`src/rtl/burst_fifo_pkg.sv`:
```
package burst_fifo_pkg;

   // storage depth, deliberately not a power of two
   localparam int fifo_slots_c = 6;
   // most words a producer may offer in one strobe
   localparam int max_push_c = 2;

   // slot index, wide enough for 0..5
   localparam int ptr_width_c = 3;
   // occupancy count, holds 0..6
   localparam int cnt_width_c = 3;
   // push count field, holds 0..2
   localparam int push_width_c = 2;

   // one payload word
   typedef logic [15:0] word_t;
   typedef logic [ptr_width_c-1:0] ptr_t;
   typedef logic [cnt_width_c-1:0] cnt_t;

   // producer request
   // word0 goes in first, word1 only counts when count is 2
   typedef struct packed {
      logic [push_width_c-1:0] count;
      word_t                   word0;
      word_t                   word1;
   } push_t;

   // status back to producer and consumer
   typedef struct packed {
      logic empty;
      cnt_t level;
      // one-cycle pulse, whole push was discarded
      logic push_drop;
      // one-cycle pulse, pop seen while empty
      logic pop_err;
   } status_t;

endpackage

```
`src/rtl/circ_ptr.sv`:
```
`timescale 1ns/1ps

// circular slot pointer
// advances by 0..max_push_c per cycle and wraps modulo fifo_slots_c
module circ_ptr
   import burst_fifo_pkg::*;
(
   input  logic                              clk,
   input  logic                              reset_i,
   input  logic [$clog2(max_push_c+1)-1:0]   add_i,
   output ptr_t                              ptr_o
);

   // registered pointer
   ptr_t ptr_r;
   // next pointer value
   ptr_t ptr_n;
   // plain sum, valid when no wrap happens
   ptr_t ptr_nowrap;
   // sum minus slot count, one extra bit so the sign is visible
   logic [ptr_width_c:0] ptr_wrap;

   // both candidates are formed side by side
   // so the add does not sit in front of a compare
   always_comb
   begin
      ptr_nowrap = ptr_t'(ptr_r + ptr_t'(add_i));
      ptr_wrap   = ({1'b0, ptr_r} + (ptr_width_c+1)'(add_i))
                   - (ptr_width_c+1)'(fifo_slots_c);
   end

   // msb clear means ptr + add reached the slot count
   // so the wrapped value is the one to take
   always_comb
   begin
      if (!ptr_wrap[ptr_width_c])
      begin
         ptr_n = ptr_wrap[ptr_width_c-1:0];
      end
      else
      begin
         ptr_n = ptr_nowrap;
      end
   end

   always_ff @(posedge clk)
   begin
      if (reset_i)
      begin
         ptr_r <= '0;
      end
      else
      begin
         ptr_r <= ptr_n;
      end
   end

   assign ptr_o = ptr_r;

endmodule

```
`src/rtl/burst_fifo_ctrl.sv`:
```
`timescale 1ns/1ps

// admission control and occupancy tracking
// decides how far each pointer moves this cycle
module burst_fifo_ctrl
   import burst_fifo_pkg::*;
(
   input  logic                    clk,
   input  logic                    reset_i,
   input  logic                    push_stb_i,
   input  logic [push_width_c-1:0] push_cnt_i,
   input  logic                    pop_stb_i,
   output logic [push_width_c-1:0] wadd_o,
   output logic                    radd_o,
   output status_t                 status_o
);

   // occupancy, 0..fifo_slots_c
   cnt_t level_r;
   cnt_t level_n;
   // free slots including the one a same-cycle pop releases
   cnt_t room;
   // request decode
   logic push_req;
   logic push_ok;
   logic pop_ok;
   // registered error pulses
   logic drop_r;
   logic pop_err_r;

   // pop only when something is stored
   assign pop_ok = pop_stb_i && (level_r != '0);

   // room never exceeds fifo_slots_c
   // a pop is only possible when at least one slot is taken
   assign room = cnt_t'(fifo_slots_c) - level_r + cnt_t'(pop_ok);

   // a zero count strobe does nothing at all
   assign push_req = push_stb_i && (push_cnt_i != '0);

   // all or nothing, oversized counts never fit
   assign push_ok = push_req
                    && (int'(push_cnt_i) <= max_push_c)
                    && (cnt_t'(push_cnt_i) <= room);

   // accepted amounts, wadd_o also serves as the store write count
   assign wadd_o = push_ok ? push_cnt_i : '0;
   assign radd_o = pop_ok;

   // level after this cycle's accepted traffic
   assign level_n = level_r + cnt_t'(wadd_o) - cnt_t'(radd_o);

   always_ff @(posedge clk)
   begin
      if (reset_i)
      begin
         level_r <= '0;
      end
      else
      begin
         level_r <= level_n;
      end
   end

   // flags are rebuilt every cycle, so each lasts one cycle per offending strobe
   always_ff @(posedge clk)
   begin
      if (reset_i)
      begin
         drop_r    <= 1'b0;
         pop_err_r <= 1'b0;
      end
      else
      begin
         drop_r    <= push_req && !push_ok;
         pop_err_r <= pop_stb_i && !pop_ok;
      end
   end

   // empty follows the registered level
   always_comb
   begin
      status_o.empty     = (level_r == '0);
      status_o.level     = level_r;
      status_o.push_drop = drop_r;
      status_o.pop_err   = pop_err_r;
   end

endmodule

```
`src/rtl/burst_fifo_store.sv`:
```
`timescale 1ns/1ps

// six-slot word store
// paired write at the write pointer, head read at the read pointer
module burst_fifo_store
   import burst_fifo_pkg::*;
(
   input  logic                    clk,
   input  ptr_t                    wptr_i,
   input  logic [push_width_c-1:0] wcnt_i,
   input  push_t                   wdata_i,
   input  ptr_t                    rptr_i,
   output word_t                   head_o
);

   // payload registers, contents only matter once written
   word_t mem_r [fifo_slots_c];
   // slot after the write pointer, wraps 5 -> 0
   ptr_t  wptr_nx;
   // per-word write enables
   logic  we0;
   logic  we1;

   always_comb
   begin
      if (wptr_i == ptr_t'(fifo_slots_c - 1))
      begin
         wptr_nx = '0;
      end
      else
      begin
         wptr_nx = ptr_t'(wptr_i + ptr_t'(1));
      end
   end

   // count is already the accepted amount from control
   assign we0 = (wcnt_i == 2'd1) || (wcnt_i == 2'd2);
   assign we1 = (wcnt_i == 2'd2);

   // word0 first, word1 into the following slot
   // the two slots always differ since the store has more than one slot
   always_ff @(posedge clk)
   begin
      if (we0)
      begin
         mem_r[wptr_i] <= wdata_i.word0;
      end
      if (we1)
      begin
         mem_r[wptr_nx] <= wdata_i.word1;
      end
   end

   // head is combinational off the registered read pointer
   // rptr_i stays below fifo_slots_c by construction
   assign head_o = mem_r[rptr_i];

endmodule

```
`src/rtl/burst_fifo.sv`:
```
`timescale 1ns/1ps

// burst FIFO top
// pushes of 0..2 words per strobe, pops of one word, no back-pressure
module burst_fifo
   import burst_fifo_pkg::*;
(
   input  logic    clk,
   input  logic    reset_i,
   input  logic    push_stb_i,
   input  push_t   push_i,
   input  logic    pop_stb_i,
   output word_t   head_o,
   output status_t status_o
);

   // accepted write advance, also the store write count
   logic [push_width_c-1:0]           wadd;
   // accepted pop, one bit from control
   logic                              radd;
   // read advance widened to the pointer add port
   logic [$clog2(max_push_c+1)-1:0]   radd_ext;
   ptr_t                              wptr;
   ptr_t                              rptr;

   assign radd_ext = {1'b0, radd};

   burst_fifo_ctrl i_ctrl (
      .clk        (clk),
      .reset_i    (reset_i),
      .push_stb_i (push_stb_i),
      .push_cnt_i (push_i.count),
      .pop_stb_i  (pop_stb_i),
      .wadd_o     (wadd),
      .radd_o     (radd),
      .status_o   (status_o)
   );

   // write side moves by 0..2
   circ_ptr i_wptr (
      .clk     (clk),
      .reset_i (reset_i),
      .add_i   (wadd),
      .ptr_o   (wptr)
   );

   // read side moves by 0 or 1
   circ_ptr i_rptr (
      .clk     (clk),
      .reset_i (reset_i),
      .add_i   (radd_ext),
      .ptr_o   (rptr)
   );

   burst_fifo_store i_store (
      .clk     (clk),
      .wptr_i  (wptr),
      .wcnt_i  (wadd),
      .wdata_i (push_i),
      .rptr_i  (rptr),
      .head_o  (head_o)
   );

endmodule

```
`config.mk`:
```
export PLATFORM = sky130hd
export DESIGN_NAME = burst_fifo
export DESIGN_NICKNAME = d
export VERILOG_FILES = /design/src/rtl/burst_fifo_pkg.sv /design/src/rtl/circ_ptr.sv /design/src/rtl/burst_fifo_ctrl.sv /design/src/rtl/burst_fifo_store.sv /design/src/rtl/burst_fifo.sv
export SDC_FILE = /design/constraint.sdc
export NUM_CORES = 1
export LEC_CHECK = 0
export BUFFER_PORTS_ARGS = -buffer_cell sky130_fd_sc_hd__buf_2
export CAP_MARGIN = 5
export CORE_MARGIN = 4
export CORE_UTILIZATION = 64
export CTS_CLUSTER_SIZE = 25
export DETAILED_ROUTE_END_ITERATION = 7
export GPL_TIMING_DRIVEN = 0
export PLACE_DENSITY = 0.86
export SLEW_MARGIN = 10
export SYNTH_ARGS = -nofsm -noshare
export SYNTH_HDL_FRONTEND = slang
export SYNTH_SLANG_ARGS = --single-unit
```
`constraint.sdc`:
```
create_clock -name clk -period 13.3 [get_ports clk]
set_input_delay 2.66 -clock clk [delete_from_list [all_inputs] [get_ports clk]]
set_output_delay 2.66 -clock clk [all_outputs]
set_load 0.05 [all_outputs]
```
==> impl_metrics.yaml <==
critical_path:
  startpoint_type: "input port"
  end_kind: "flop"
  worst-setup-path-type: "input port to flop"
  path_max_fanout: 10
  cpMaxStageDelayCell: "buf_2"
  critPathMaxStageDelay_ns: 0.33
  arrival_ns: 5.83
  crit_top_cell: "ha_1"
  crit_chain: "buf_2 > nand2_1 > ha_1 > ha_1 > ha_1 > nor2b_1 > o211ai_1 > and3_1 > ha_1 > nand3_2 > buf_2 > o41ai_2 > buf_4 > buf_6 > buf_6"
  crit_required_ns: 13.40
logic_synthesis:
  synth.net_count: 434
  avgSynthCellArea_sq_um: 15.1
  synth-seq-cells: 107
  async_flop_share_pct: 0
  ys_seq_area_share_pct: 54.1
  synth_edf_count: 96
  synthCells: 379
  syn-cell-area_sq_mm: 0.00574
  ys_types: 44
  synth_flop_cell: "edfxtp_1"
  yosysWarnings: 0
power_and_ir_drop:
  power.total_uw: 953
  pwr-share-comb_pct: 38.2
  power_leakage_uw: 0.00239
  swShare_pct: 37.5
  powerDensity_mw_per_mm2: 147
  p_sw_uw: 358
  internal-power_uw: 596
  seqPwrFrac_pct: 42.1
  clock_power_share_pct: 19.7
  ir_drop_uv: 80.2
clocking:
  numCtsBuffers: 9
  cts_sinks: 107
  path_clk_slew_ns: 0.11
  root_buffer: "clkbuf_8"
  cts_buffer_depth: 2
  cts.htree.levels: 3
  ctsHoldBuffers: 0
  clk_latency_ns: 0.38
  cts_tree: "done"
  cts_resized: 0
  post-cts-setup-buffers: 0
sta:
  rsz0062_at_grt: "false"
  max_freq_mhz: 174
  fin_hold_ws_ns: 0.615
  setup_viol: 0
  fin_crit_sh_pct: 43.1
  hold_violations: 0
  finalCriticalPeriod_ns: 5.73
  tightest_slew_ns: 0.734
  slew_violations: 0
  tns_ns: 0
  relSlewSlack_pct: 51.0
  skew_ns: 0.0108
grt:
  grt_pass1_wl_mm: 18.8
  antenna_found_initial: 2
  grt_overflow_total: 0
  grt_usage_pct: 24.5
  grt_pass1_vias: 3512
  grt_max_degree: 19
die:
  pin_count: 60
  chipHeight_um: 103
  core_region_area_sq_mm: 0.00872
  die_w_um: 103
  fp-row-count: 34
  die-area_sq_mm: 0.0105
  start_util_pct: 65.8
route:
  drtAntennaViolNets: 0
  routed_wl_mm: 12.2
  drt-vias-per-instance: 6.02
  drt-pass1-iter-count: 4
  first_iter_violations: 217
  drc: 0
  via_count: 3436
  wl_per_cell_um: 21.4
placed_design:
  gp_congestion: 0.743
  post_dp_cell_area_sq_mm: 0.00631
  port-buffer-count: 59
  dp_hpwl_mm: 8.59
layout:
  n_antenna_cell: 0
  fin_area_sq_mm: 0.00648
  syn_to_final_growth_pct: 13.1
  final_layout_size_suffix_gt1_share_pct: 47.9
  nNetsFinal: 513
run:
  maxCapViolations: 0
hold_path:
  hold_path.class: "flop to flop"
outcome:
  status: "complete, no violations"
## state kept, by name, summed over array words and instances, names as in the netlist
register,flops
i_store.mem_r,96
i_rptr.ptr_o,3
i_ctrl.drop_r,1
i_wptr.ptr_o,3
i_ctrl.pop_err_r,1
i_ctrl.level_r,3
## layout make-up
cell class / instances / area [sq um]
well taps: 108 / 135
fillers: 547 / 2240
plain buffers: 23 / 160
repair buffers: 68 / 404
flip-flops and latches: 107 / 3100
multi-input cells: 234 / 2450
clock inverters: 7 / 51.3
inverters: 15 / 56.3
clock buffers: 9 / 124
## metrics by stage
| step | utilization (%) | std cells | setup slack [ns] |
|---|---|---|---|
| finish | 74.4 | 571 | 7.57 |
| global route | 74.4 | 571 | 7.41 |
| CTS | 74.4 | 571 | 7.59 |
| detailed placement | 72.4 | 555 | 7.20 |
| global placement | 70.7 | 546 | 5.04 |
| floorplan | - | 379 | 6.76 |
## cell usage after synthesis, drive strengths merged (3+ instances only)
master	instances	area, sq um
mux2	96	1110
inv	15	56.3
nor3	4	42.5
fa	3	60.1
nor2b	6	37.5
a21oi	17	85.1
dfxtp	11	220
mux4	16	360
nor2	26	108
buf	18	141
nand3	4	25.0
o21ai	3	15.0
mux2i	17	170
nand2b	3	33.8
nand2	3	13.8
ha	14	175
xor2	4	35.0
edfxtp	96	2880
clkbuf	5	18.8
## path summary, 6_finish.rpt
| kind | slack [ns] | end | cells past startpoint | start |
|---|---|---|---|---|
| setup / recovery | 7.57 | i_store.mem_r[0][6]$_DFFE_PP_ | 15 | pop_stb_i |
| hold / removal | 0.62 | i_wptr.ptr_o[0]$_SDFF_PP0_ | 2 | i_wptr.ptr_o[0]$_SDFF_PP0_ |
| setup reg to reg | 9.20 | i_store.mem_r[0][6]$_DFFE_PP_ | 15 | i_ctrl.level_r[0]$_SDFF_PP0_ |
| hold reg to reg | 0.62 | i_wptr.ptr_o[0]$_SDFF_PP0_ | 2 | i_wptr.ptr_o[0]$_SDFF_PP0_ |
## placed cells by master, fill, tap and decap left out, types with 5 or more instances in the layout
cell,instances
dfxtp_1,11
buf_2,63
mux2_4,9
inv_1,15
ha_1,14
buf_4,10
mux2_2,85
buf_6,6
edfxtp_1,96
mux4_2,16
nor2b_1,6
clkbuf_1,5
nor2_1,22
clkbuf_8,9
mux2i_1,17
a21oi_1,16
## critical path, delay by kind of cell
family / cells / cell delay, ns
adder cells (fa/ha/maj): 4 / 1.05
buffers and inverters: 5 / 0.97
AO/OA/AOI/OAI: 2 / 0.42
AND/OR/NAND/NOR: 4 / 0.74
## logic make-up after synthesis
kind of cell             Yosys count  share of synthesized area, %
multiplexers                     129                          28.7
flip-flops                       107                          54.1
AND/OR/NAND/NOR                   55                          5.67
buffers and inverters             38                          3.77
AO/OA/AOI/OAI                     27                          2.75
adder cells (fa/ha/maj)           17                          4.10
XOR/XNOR                           6                         0.916
## power by group through the flow
stage                     combinational [uW]  clock [uW]  sequential [uW]
final                                    364         187              401
after global routing                     392         202              404
after CTS                                367         188              401
after detailed placement                 366           0              409
after global placement                   346           0              410
after floorplan                          264           0              421
## routing by layer
layer | share of wire [%] | wire (um) | track usage [%]
met1 | 41 | 4990 | 32.3
met2 | 51 | 6230 | 42.1
met3 | 6.5 | 799 | 3.59
met4 | 1.6 | 191 | 7.87
met5 | 0.24 | 29 | 0
Power figures use the tool's default switching activity.
